===== src/include/uart_config.svh =====
`ifndef UART_CONFIG_SVH
`define UART_CONFIG_SVH

// bit time in clock cycles, timers count 0 .. UART_BIT_CYCLES-1
`define UART_BIT_CYCLES 10

// counter value used as the mid-bit sample point
`define UART_HALF_BIT 4

`define UART_DATA_BITS 8

// echo buffer entries, must be a power of two
`define UART_FIFO_DEPTH 4

`endif


===== src/rtl/uart_pkg.sv =====
`include "uart_config.svh"

package uart_pkg;

    // ------------------------------------------------------------------------
    // vector types
    // ------------------------------------------------------------------------
    typedef logic [`UART_DATA_BITS-1:0] byte_t;
    typedef logic [3:0]  bit_cnt_t;                           // bit index inside a frame
    typedef logic [15:0] timer_t;                             // bit-time counter
    typedef logic [$clog2(`UART_FIFO_DEPTH):0] fifo_ptr_t;    // extra msb tells full from empty

    // ------------------------------------------------------------------------
    // state machines
    // ------------------------------------------------------------------------
    typedef enum logic [2:0] {
        RX_IDLE,
        RX_START,
        RX_DATA,
        RX_STOP,
        RX_DONE
    } rx_state_e;

    typedef enum logic [1:0] {TX_IDLE, TX_START, TX_DATA, TX_STOP} tx_state_e;

    typedef enum logic [1:0] {CTRL_IDLE, CTRL_LAUNCH, CTRL_SEND} ctrl_state_e;

endpackage


===== src/rtl/uart_rx.sv =====
`timescale 1ns/1ps
`include "uart_config.svh"

module uart_rx (
    input  logic            clk,
    input  logic            rst_n,
    input  logic            rx_i,
    output uart_pkg::byte_t data_o,
    output logic            rx_done_o,
    output logic            frame_err_o
);

    localparam uart_pkg::timer_t   BIT_LAST  = uart_pkg::timer_t'(`UART_BIT_CYCLES - 1);
    localparam uart_pkg::timer_t   HALF_BIT  = uart_pkg::timer_t'(`UART_HALF_BIT);
    localparam uart_pkg::bit_cnt_t DATA_LAST = uart_pkg::bit_cnt_t'(`UART_DATA_BITS - 1);

    uart_pkg::rx_state_e state;
    uart_pkg::timer_t    cnt;
    uart_pkg::bit_cnt_t  bit_idx;
    uart_pkg::byte_t     shift_q;
    logic [3:0]          sync_q;        // [3] is the oldest sample
    logic                rx_s;
    logic                start_flag;
    logic                mid_bit;
    logic                stop_ok;

    // ------------------------------------------------------------------------
    // input synchronizer and start edge
    // ------------------------------------------------------------------------
    always_ff @(posedge clk or negedge rst_n) begin
        if (!rst_n) begin
            sync_q <= 4'b1111;          // line idles high
        end else begin
            sync_q <= {sync_q[2:0], rx_i};
        end
    end

    assign rx_s       = sync_q[1];
    assign start_flag = sync_q[3] & sync_q[2] & ~sync_q[1] & ~sync_q[0];   // 1100 = falling edge

    // bit timer only runs while a frame is in progress
    always_ff @(posedge clk or negedge rst_n) begin
        if (!rst_n) begin
            cnt <= '0;
        end else if ((state == uart_pkg::RX_IDLE) || (cnt == BIT_LAST)) begin
            cnt <= '0;
        end else begin
            cnt <= cnt + 16'd1;
        end
    end

    assign mid_bit = (cnt == HALF_BIT);

    // ------------------------------------------------------------------------
    // frame state machine
    // ------------------------------------------------------------------------
    always_ff @(posedge clk or negedge rst_n) begin
        if (!rst_n) begin
            state       <= uart_pkg::RX_IDLE;
            bit_idx     <= '0;
            stop_ok     <= 1'b0;
            rx_done_o   <= 1'b0;
            frame_err_o <= 1'b0;
        end else begin
            rx_done_o   <= 1'b0;        // strobes last one cycle
            frame_err_o <= 1'b0;
            case (state)
                uart_pkg::RX_IDLE: begin
                    bit_idx <= '0;
                    if (start_flag) state <= uart_pkg::RX_START;
                end
                uart_pkg::RX_START: begin
                    if (mid_bit) begin
                        // a start that is high again at mid-bit was only a glitch
                        state <= rx_s ? uart_pkg::RX_IDLE : uart_pkg::RX_DATA;
                    end
                end
                uart_pkg::RX_DATA: begin
                    if (mid_bit) begin
                        bit_idx <= bit_idx + 4'd1;
                        if (bit_idx == DATA_LAST) state <= uart_pkg::RX_STOP;
                    end
                end
                uart_pkg::RX_STOP: begin
                    if (mid_bit) begin
                        stop_ok <= rx_s;
                        state   <= uart_pkg::RX_DONE;
                    end
                end
                uart_pkg::RX_DONE: begin
                    rx_done_o   <= stop_ok;
                    frame_err_o <= ~stop_ok;    // bad stop bit, byte is dropped
                    state       <= uart_pkg::RX_IDLE;
                end
                default: state <= uart_pkg::RX_IDLE;
            endcase
        end
    end

    // byte assembly, lsb arrives first and ends up at bit 0
    always_ff @(posedge clk) begin
        if ((state == uart_pkg::RX_DATA) && mid_bit) begin
            shift_q <= {rx_s, shift_q[`UART_DATA_BITS-1:1]};
        end
        if ((state == uart_pkg::RX_DONE) && stop_ok) begin
            data_o <= shift_q;
        end
    end

endmodule


===== src/rtl/uart_tx.sv =====
`timescale 1ns/1ps
`include "uart_config.svh"

module uart_tx (
    input  logic            clk,
    input  logic            rst_n,
    input  logic            tx_start_i,
    input  uart_pkg::byte_t tx_data_i,
    output logic            tx_o,
    output logic            tx_busy_o
);

    localparam uart_pkg::timer_t   BIT_LAST  = uart_pkg::timer_t'(`UART_BIT_CYCLES - 1);
    localparam uart_pkg::bit_cnt_t DATA_LAST = uart_pkg::bit_cnt_t'(`UART_DATA_BITS - 1);

    uart_pkg::tx_state_e state;
    uart_pkg::timer_t    cnt;
    uart_pkg::bit_cnt_t  bit_idx;
    uart_pkg::byte_t     shift_q;
    logic                bit_end;
    logic                load;
    logic                shift_en;

    assign bit_end   = (cnt == BIT_LAST);
    assign load      = (state == uart_pkg::TX_IDLE) && tx_start_i;
    // next data bit goes out at the end of start or of every data bit but the last
    assign shift_en  = bit_end && ((state == uart_pkg::TX_START) ||
                       ((state == uart_pkg::TX_DATA) && (bit_idx != DATA_LAST)));
    assign tx_busy_o = (state != uart_pkg::TX_IDLE);

    // bit timer
    always_ff @(posedge clk or negedge rst_n) begin
        if (!rst_n) begin
            cnt <= '0;
        end else if ((state == uart_pkg::TX_IDLE) || bit_end) begin
            cnt <= '0;
        end else begin
            cnt <= cnt + 16'd1;
        end
    end

    // ------------------------------------------------------------------------
    // frame sequencing
    // ------------------------------------------------------------------------
    always_ff @(posedge clk or negedge rst_n) begin
        if (!rst_n) begin
            state   <= uart_pkg::TX_IDLE;
            bit_idx <= '0;
            tx_o    <= 1'b1;
        end else begin
            case (state)
                uart_pkg::TX_IDLE: begin
                    tx_o <= 1'b1;
                    if (tx_start_i) begin
                        tx_o  <= 1'b0;          // start bit
                        state <= uart_pkg::TX_START;
                    end
                end
                uart_pkg::TX_START: begin
                    if (bit_end) begin
                        tx_o    <= shift_q[0];
                        bit_idx <= '0;
                        state   <= uart_pkg::TX_DATA;
                    end
                end
                uart_pkg::TX_DATA: begin
                    if (bit_end) begin
                        if (bit_idx == DATA_LAST) begin
                            tx_o  <= 1'b1;      // stop bit
                            state <= uart_pkg::TX_STOP;
                        end else begin
                            tx_o    <= shift_q[0];
                            bit_idx <= bit_idx + 4'd1;
                        end
                    end
                end
                uart_pkg::TX_STOP: begin
                    if (bit_end) state <= uart_pkg::TX_IDLE;
                end
                default: state <= uart_pkg::TX_IDLE;
            endcase
        end
    end

    // payload shift register, bit 0 is always the next bit to send
    always_ff @(posedge clk) begin
        if (load) begin
            shift_q <= tx_data_i;
        end else if (shift_en) begin
            shift_q <= shift_q >> 1;
        end
    end

endmodule


===== src/rtl/uart_fifo.sv =====
`timescale 1ns/1ps
`include "uart_config.svh"

module uart_fifo (
    input  logic            clk,
    input  logic            rst_n,
    input  logic            push_i,
    input  logic            pop_i,
    input  uart_pkg::byte_t push_data_i,
    output uart_pkg::byte_t head_data_o,
    output logic            empty_o,
    output logic            overflow_o
);

    localparam int AW = $clog2(`UART_FIFO_DEPTH);

    uart_pkg::byte_t   mem [`UART_FIFO_DEPTH];
    uart_pkg::fifo_ptr_t wr_ptr;
    uart_pkg::fifo_ptr_t rd_ptr;
    logic              full;
    logic              do_push;
    logic              do_pop;

    // ------------------------------------------------------------------------
    // status
    // ------------------------------------------------------------------------
    assign empty_o = (wr_ptr == rd_ptr);
    assign full    = (wr_ptr[AW] != rd_ptr[AW]) && (wr_ptr[AW-1:0] == rd_ptr[AW-1:0]);

    assign do_push    = push_i && !full;
    assign do_pop     = pop_i && !empty_o;
    assign overflow_o = push_i && full;     // byte is dropped this cycle

    // first word fall through
    assign head_data_o = mem[rd_ptr[AW-1:0]];

    always_ff @(posedge clk or negedge rst_n) begin
        if (!rst_n) begin
            wr_ptr <= '0;
            rd_ptr <= '0;
        end else begin
            if (do_push) wr_ptr <= wr_ptr + uart_pkg::fifo_ptr_t'(1);
            if (do_pop)  rd_ptr <= rd_ptr + uart_pkg::fifo_ptr_t'(1);
        end
    end

    always_ff @(posedge clk) begin
        if (do_push) begin
            mem[wr_ptr[AW-1:0]] <= push_data_i;
        end
    end

endmodule


===== src/rtl/uart_echo_ctrl.sv =====
`timescale 1ns/1ps

module uart_echo_ctrl (
    input  logic            clk,
    input  logic            rst_n,
    input  logic            empty_i,
    input  logic            tx_pause_i,
    input  logic            tx_busy_i,
    input  uart_pkg::byte_t head_data_i,
    output logic            pop_o,
    output logic            tx_start_o,
    output uart_pkg::byte_t tx_data_o
);

    uart_pkg::ctrl_state_e state;
    logic                  launch;

    // partner holds tx_pause_i high to keep new frames back, like cts
    assign launch = (state == uart_pkg::CTRL_IDLE) && !empty_i && !tx_pause_i;

    always_ff @(posedge clk or negedge rst_n) begin
        if (!rst_n) begin
            state      <= uart_pkg::CTRL_IDLE;
            pop_o      <= 1'b0;
            tx_start_o <= 1'b0;
        end else begin
            pop_o      <= launch;
            tx_start_o <= launch;
            case (state)
                uart_pkg::CTRL_IDLE: begin
                    if (launch) state <= uart_pkg::CTRL_LAUNCH;
                end
                uart_pkg::CTRL_LAUNCH: begin
                    if (tx_busy_i) state <= uart_pkg::CTRL_SEND;   // frame has started
                end
                uart_pkg::CTRL_SEND: begin
                    if (!tx_busy_i) state <= uart_pkg::CTRL_IDLE;  // stop bit done
                end
                default: state <= uart_pkg::CTRL_IDLE;
            endcase
        end
    end

    // head byte is captured together with the start strobe
    always_ff @(posedge clk) begin
        if (launch) begin
            tx_data_o <= head_data_i;
        end
    end

endmodule


===== src/rtl/uart_echo_top.sv =====
`timescale 1ns/1ps

module uart_echo_top (
    input  logic            clk,
    input  logic            rst_n,
    input  logic            rx_i,
    input  logic            tx_pause_i,
    output logic            tx_o,
    output logic            rx_valid_o,
    output logic            frame_err_o,
    output logic            overflow_o,
    output uart_pkg::byte_t rx_data_o
);

    uart_pkg::byte_t rx_byte;
    uart_pkg::byte_t head_data;
    uart_pkg::byte_t tx_data;
    logic            rx_done;
    logic            empty;
    logic            pop;
    logic            tx_start;
    logic            tx_busy;

    // received bytes are also reported outside
    assign rx_valid_o = rx_done;
    assign rx_data_o  = rx_byte;

    uart_rx u_rx (
        .clk         (clk),
        .rst_n       (rst_n),
        .rx_i        (rx_i),
        .data_o      (rx_byte),
        .rx_done_o   (rx_done),
        .frame_err_o (frame_err_o)
    );

    uart_fifo u_fifo (
        .clk         (clk),
        .rst_n       (rst_n),
        .push_i      (rx_done),
        .pop_i       (pop),
        .push_data_i (rx_byte),
        .head_data_o (head_data),
        .empty_o     (empty),
        .overflow_o  (overflow_o)
    );

    uart_echo_ctrl u_ctrl (
        .clk         (clk),
        .rst_n       (rst_n),
        .empty_i     (empty),
        .tx_pause_i  (tx_pause_i),
        .tx_busy_i   (tx_busy),
        .head_data_i (head_data),
        .pop_o       (pop),
        .tx_start_o  (tx_start),
        .tx_data_o   (tx_data)
    );

    uart_tx u_tx (
        .clk         (clk),
        .rst_n       (rst_n),
        .tx_start_i  (tx_start),
        .tx_data_i   (tx_data),
        .tx_o        (tx_o),
        .tx_busy_o   (tx_busy)
    );

endmodule


===== config.mk =====
export PLATFORM = sky130hd
export DESIGN_NAME = uart_echo_top
export DESIGN_NICKNAME = d
export VERILOG_FILES = /design/src/rtl/uart_pkg.sv /design/src/rtl/uart_rx.sv /design/src/rtl/uart_tx.sv /design/src/rtl/uart_fifo.sv /design/src/rtl/uart_echo_ctrl.sv /design/src/rtl/uart_echo_top.sv
export VERILOG_INCLUDE_DIRS = /design/src /design/src/include
export SDC_FILE = /design/constraint.sdc
export NUM_CORES = 1
export LEC_CHECK = 0
export BUFFER_PORTS_ARGS = -buffer_cell sky130_fd_sc_hd__buf_2
export CAP_MARGIN = 15
export CORE_MARGIN = 1.5
export CORE_UTILIZATION = 35
export DETAILED_ROUTE_END_ITERATION = 8
export MAX_ROUTING_LAYER = met4
export SYNTH_ARGS = -nofsm -noshare
export SYNTH_HDL_FRONTEND = slang
export SYNTH_SLANG_ARGS = --single-unit

===== constraint.sdc =====
create_clock -name clk -period 2.75 [get_ports clk]
set_input_delay 0.275 -clock clk [delete_from_list [all_inputs] [get_ports clk]]
set_output_delay 0.275 -clock clk [all_outputs]
set_load 0.01 [all_outputs]

== Word level (Yosys, flattened, before mapping) ==
Memory sizes are Yosys's and may differ from the RTL's. A register that Yosys moved wholly into a read port is not among the register bits.
Cells that the tools add are included.

* Bits of input ports: 4
* Bits in writable memories: 32
* Bits in registers: 86
* Word-level logic and storage cells: 131
* Output and inout port bits: 12
* Memories: 1

* Add/subtract/negate cells: 6
* Reduce and logical (&&, ||, !) cells: 32
* Bitwise gates (word level): 6
* Mux-type cells: 36
* Equal/unequal tests: 32

{| class="wikitable"
|+ Memories
! memory !! depth !! width !! rd ports !! clocked after memory_dff !! wr ports !! line !! source
|-
| u_fifo.mem || 4 || 8 || 1 || 1 || 1 || uart_fifo.sv:17 || <nowiki>uart_pkg::byte_t mem [`UART_FIFO_DEPTH];</nowiki>
|}

{| class="wikitable"
|+ Operator list
! operator !! number
|-
| 16-bit by 1-bit adder with 16-bit output (second input constant) || 2
|-
| 16-bit by 4-bit equality test with 1-bit output (second input constant) || 2
|-
| 16-bit 2-to-1 mux || 2
|-
| 2-bit by 1-bit != test with 1-bit output (second input constant) || 10
|-
| 2-bit 2-to-1 mux || 9
|-
| 16-bit by 3-bit equality test with 1-bit output (second input constant) || 1
|-
| 4-bit 2-to-1 mux || 4
|-
| 8-bit 2-to-1 mux || 2
|-
| 4-bit one-hot mux with 2 select lines || 2
|-
| 3-bit 2-to-1 mux || 5
|-
| 3-bit one-hot mux with 4 select lines || 1
|-
| 1-bit logical AND || 11
|-
| 5-bit AND reduction || 2
|-
| 4-bit by 1-bit adder with 4-bit output (second input constant) || 2
|-
| 4-bit by 3-bit equality test with 1-bit output (second input constant) || 2
|-
| 1-bit 2-to-1 mux || 8
|-
| 2-bit != test (second input constant) || 4
|-
| 2-bit one-hot mux with 4 select lines || 1
|-
| 2-bit nonzero test || 4
|-
| 3-bit by 1-bit adder with 3-bit output (second input constant) || 2
|-
| 2-bit equality test (second input constant) || 3
|-
| 3-bit by 2-bit equality test with 1-bit output (second input constant) || 2
|-
| 2-bit one-hot mux with 3 select lines || 1
|-
| 3-bit AND reduction || 2
|-
| other kinds (17) || 28
|}

== Logic depth before layout (Yosys ltp) ==
* Depth after elaboration: 6
* Mapped depth: 8
* Mapped depth without buffers: 6

== By module ==
Synthesis repeated with hierarchy kept, for this count alone.

* Cell total of the unflattened synthesis: 413
* Area, all modules: 5,609.1 um2

{| class="wikitable"
|+ Modules (own cells, without submodules)
! module !! cells each !! instances !! area each (um2) !! seq. area each (um2)
|-
| uart_rx || 155 || 1 || 1,963.1 || 1,236.2
|-
| uart_fifo || 90 || 1 || 1,645.3 || 1,111.1
|-
| uart_tx || 151 || 1 || 1,636.6 || 817.0
|-
| uart_echo_ctrl || 17 || 1 || 364.1 || 315.3
|}

== Least setup slack after synthesis ==
Ideal clock, no wire load.

* Kind: register to register
* From: register u_fifo.rd_ptr[1]
* To: register u_ctrl.tx_data_o[0] (read register of u_fifo.mem) (enable)
* Data arrival time: 1,842 ps
* Cell stages (with the launch flop): 6
* Data required time: 2,353 ps
* Path buffers: 1
* Library setup time: 397 ps
* Clock period less this slack: 2,239 ps
* Slack: 511 ps
* Cells stage by stage: dfrtp_1 -> clkbuf_1 -> xnor2_1 -> nand2_1 -> nor2_1 -> nor4_1

* Longest elaborated chain between the ends: 4

{| class="wikitable"
|+ RTL lines
! item !! line !! source
|-
| start, declared || uart_fifo.sv:19 || <nowiki>uart_pkg::fifo_ptr_t rd_ptr;</nowiki>
|-
| start signal, assigned || uart_fifo.sv:43 || <nowiki>if (do_pop) rd_ptr <= rd_ptr + uart_pkg::fifo_ptr_t'(1);</nowiki>
|-
| 3-bit equality test || uart_fifo.sv:27 || <nowiki>assign empty_o = (wr_ptr == rd_ptr);</nowiki>
|-
| 1-bit logical NOT || uart_echo_ctrl.sv:19 || <nowiki>assign launch = (state == uart_pkg::CTRL_IDLE) && !empty_i && !tx_pause_i;</nowiki>
|-
| 1-bit logical AND (2 in a row) || uart_echo_ctrl.sv:19 ||
|-
| net u_ctrl.launch || uart_echo_ctrl.sv:16 || <nowiki>logic launch;</nowiki>
|-
| end, declared || uart_echo_ctrl.sv:12 || <nowiki>output uart_pkg::byte_t tx_data_o</nowiki>
|}

The timed path passes the listed nets, and every way through them passes these cells.
A chain may end at the register's enable or synchronous reset.

== Final worst setup path ==
* From: register u_tx.cnt[7]
* To: register u_tx.cnt[4]

* Longest elaborated chain between the ends: 3

{| class="wikitable"
|+ RTL lines
! item !! line !! source
|-
| start, declared || uart_tx.sv:17 || <nowiki>uart_pkg::timer_t cnt;</nowiki>
|-
| start signal, assigned || uart_tx.sv:38 || <nowiki>cnt <= cnt + 16'd1;</nowiki>
|-
| 16-bit by 4-bit equality test with 1-bit output || uart_tx.sv:24 || <nowiki>assign bit_end = (cnt == BIT_LAST);</nowiki>
|-
| 1-bit logical OR || uart_tx.sv:35 || <nowiki>end else if ((state == uart_pkg::TX_IDLE) || bit_end) begin</nowiki>
|-
| 16-bit 2-to-1 mux || uart_tx.sv:35 ||
|}

Every way passes these cells.

==> impl_metrics.env <==
export IMPL_gr_usage_all_layers_pct=13.03
export IMPL_fin_crit_ns=2.208
export IMPL_slowest_stage="or4_4"
export IMPL_fin_skew_ns=0.01014
export IMPL_area_growth_pct=18.41
export IMPL_fp_dieArea_sq_um=16410
export IMPL_critPathLaunchType="flip-flop"
export IMPL_ant_nets=0
export IMPL_power_density_nw_per_um2=827.4
export IMPL_worst_setup_path_type="reg -> reg"
export IMPL_place_gp_congestion=0.7889
export IMPL_path_clk_slew_ns=0.06
export IMPL_rsz0062_at_grt="no"
export IMPL_worstPathCellList="or4_4, nor4_4, buf_4, or2_1, nor2_1"
export IMPL_hold_path_class="in -> reg"
export IMPL_dieHeight_microns=128.1
export IMPL_vias=3224
export IMPL_grt_max_degree=28
export IMPL_yosys_top_cells_count="edfxtp_1, dfrtp_1, nor2_1"
export IMPL_ys_async_sr_fraction_pct=49.21
export IMPL_synth_cell_type_count=54
export IMPL_cp_arrival_ns=2.47
export IMPL_dr_pass1_iters=5
export IMPL_ir_drop_uv=535.1
export IMPL_max_cap_violations=0
export IMPL_drive_above_1_share_pct=19.12
export IMPL_place_inst=632
export IMPL_vias_per_cell=4.841
export IMPL_worstPathRequired_ns=3.02
export IMPL_ios=16
export IMPL_die_x_microns=128.1
export IMPL_clock_sinks=126
export IMPL_hpwl_microns=6129
export IMPL_ys_ff_latch=126
export IMPL_cts_resized=0
export IMPL_port_buffers=15
export IMPL_fin_crit_sh_pct=80.28
export IMPL_grt_pass1_wl_microns=16050
export IMPL_wl_per_cell_microns=13.83
export IMPL_htreeDepth=4
export IMPL_clockRootBuffer="clkbuf_16"
export IMPL_p_leak_nw=2.553
export IMPL_slowest_delay_ns=0.57
export IMPL_cts_buffers=17
export IMPL_fin_nets=464
export IMPL_synth_area_leaders="edfxtp_1, dfrtp_1, ha_1"
export IMPL_synth_seq_area_share_pct=63.52
export IMPL_fin_setup_tns_ns=0
export IMPL_clk_latency_ns=0.41
export IMPL_hold_violations=0
export IMPL_drv_slew=0
export IMPL_yosys_warnings=0
export IMPL_synth_edf_count=64
export IMPL_synthFlopType="edfxtp_1"
export IMPL_antenna_found_initial=0
export IMPL_status="finished, final reports clean"
export IMPL_diodes=0
export IMPL_r2r_slack_ns=0.54
export IMPL_yosysTopAreaCellShare_pct=35.08
export IMPL_yosysMostFrequentCell="edfxtp_1"
export IMPL_syn_nets=429
export IMPL_setup_violations=0
export IMPL_instances_no_fill=666
export IMPL_grt_overflow_total=0
export IMPL_final_cell_area_sq_um=6486
export IMPL_cp_max_fo=16
export IMPL_cts_tree="yes"
export IMPL_rows=45
export IMPL_slew_headroom_pct=60.27
export IMPL_synthCells=407
export IMPL_core_area_sq_um=15260
export IMPL_synth_top_area_cell="edfxtp_1"
export IMPL_end_kind="flip-flop"
export IMPL_drc=0
export IMPL_detail_route_iter0_violations=241
export IMPL_start_util_pct=35.90
export IMPL_cts_path_max_buffers=2
export IMPL_place_area_sq_um=5836
export IMPL_syn_area_sq_um=5478
export IMPL_worst_pin_slew_ns=0.5960
export IMPL_fmax_mhz=452.9
export IMPL_grt_pass1_vias=3267
export IMPL_synth_area_per_cell_sq_um=13.46
export IMPL_wirelength_microns=9208
[path summary, 6_finish.rpt]
check                                              endpoint  depth (start not counted)                     start
worst max-delay path                  u_tx.cnt[4]$_DFF_PN0_                          5     u_tx.cnt[7]$_DFF_PN0_
worst min register to register     u_rx.sync_q[3]$_DFF_PN1_                          0  u_rx.sync_q[2]$_DFF_PN1_
min in group asynchronous       u_tx.bit_idx[3]$_DFFE_PN0P_                          2                     rst_n
max in group asynchronous          u_rx.sync_q[1]$_DFF_PN1_                          3                     rst_n
worst min-delay path            u_ctrl.state[0]$_DFFE_PN0P_                          2                tx_pause_i
worst max register to register        u_tx.cnt[4]$_DFF_PN0_                          5     u_tx.cnt[7]$_DFF_PN0_
[kinds of logic after synthesis]
group                    count (synthesis)  synth area share (%)
multiplexers                            22                 6.190
AO/OA/AOI/OAI                           33                 4.249
AND/OR/NAND/NOR                        147                 14.44
XOR/XNOR                                34                 5.436
flip-flops                             126                 63.52
buffers and inverters                   27                 2.056
adder cells (fa/ha/maj)                 18                 4.112
[layout by cell type, fill, tap and decap left out, types with 2 or more instances in the layout]
cell,n
bufinv_16,4
o41ai_1,2
dlygate4sd3_1,2
nand3_1,15
mux4_2,8
o21ai_0,5
and4_1,3
nand3b_1,4
clkbuf_16,17
and3_1,8
inv_1,17
mux2_2,11
and2_1,4
buf_2,15
a221o_1,2
mux2i_1,2
or2_2,2
a31oi_1,2
dfstp_2,5
or4_1,3
inv_6,4
clkinvlp_4,2
edfxtp_1,64
clkbuf_1,2
nor4_1,9
nor2_1,40
nand2_1,20
nor3_1,12
o22ai_1,2
buf_4,9
a21oi_1,9
ha_1,18
xnor2_1,24
dfrtp_1,57
nand4_1,12
or3_1,4
and3b_1,2
xor2_1,10
[worst max-delay path, delay by kind of cell, from the launching register on]
family | cells | cell delay, ns
AND/OR/NAND/NOR | 4 | 1.43
buffers and inverters | 1 | 0.21
flip-flops | 1 | 0.42
[per-stage QoR]
stage | power, mW | util [%] | hold WS, ns | setup WS [ns]
floorplan | 2.849 | - | -0.02059 | 0.5105
global route | 5.632 | 42.51 | 0.06680 | 0.3799
finish | 5.367 | 42.51 | 0.08213 | 0.5422
CTS | 5.424 | 42.51 | 0.06764 | 0.5145
detailed placement | 3.022 | 38.25 | 0.3237 | 0.5350
global placement | 2.995 | 38.25 | 0.3213 | 0.5974
[power by group]
part	leakage [nW]	internal, mW	total, mW	switching, mW
registers	1.41	2.10	2.26	0.163
logic	0.844	0.303	0.721	0.419
clock network	0.302	1.55	2.38	0.829
total	2.55	3.96	5.37	1.41
[metal layers]
layer	wire (microns)	GRT usage (%)	vias up
met5	0	-	-
met4	117	4.825	0
met3	291	4.382	12
met2	4442	19.45	38
met1	4356	16.52	1595
li1	-	-	1579
[area by class of cell]
cell class                 instances  area [sq um]
sequential                       126          3480
clock buffer                      20         446.7
timing repair buffer              26         162.7
clock inverter                    12         183.9
multi-input combinational        254          1886
tap                              211         264.0
fill                            1390          8772
inverter                          17         63.81
[registers in the layout, summed over array words and instances (netlist names), 4 cells and up]
signal and flops:
u_rx.bit_idx 4, u_rx.cnt 16, u_fifo.mem 32, u_rx.sync_q 4
u_rx.data_o 8, u_ctrl.tx_data_o 8, u_rx.shift_q 8, u_tx.cnt 16
u_tx.bit_idx 4, u_tx.shift_q 8
[timing repair]
action,4_1_cts,5_1_grt
hold endpoints to repair,25,0
setup buffers,0,0
hold buffers,2,0
No activity file was read; power rests on OpenSTA's default activity.
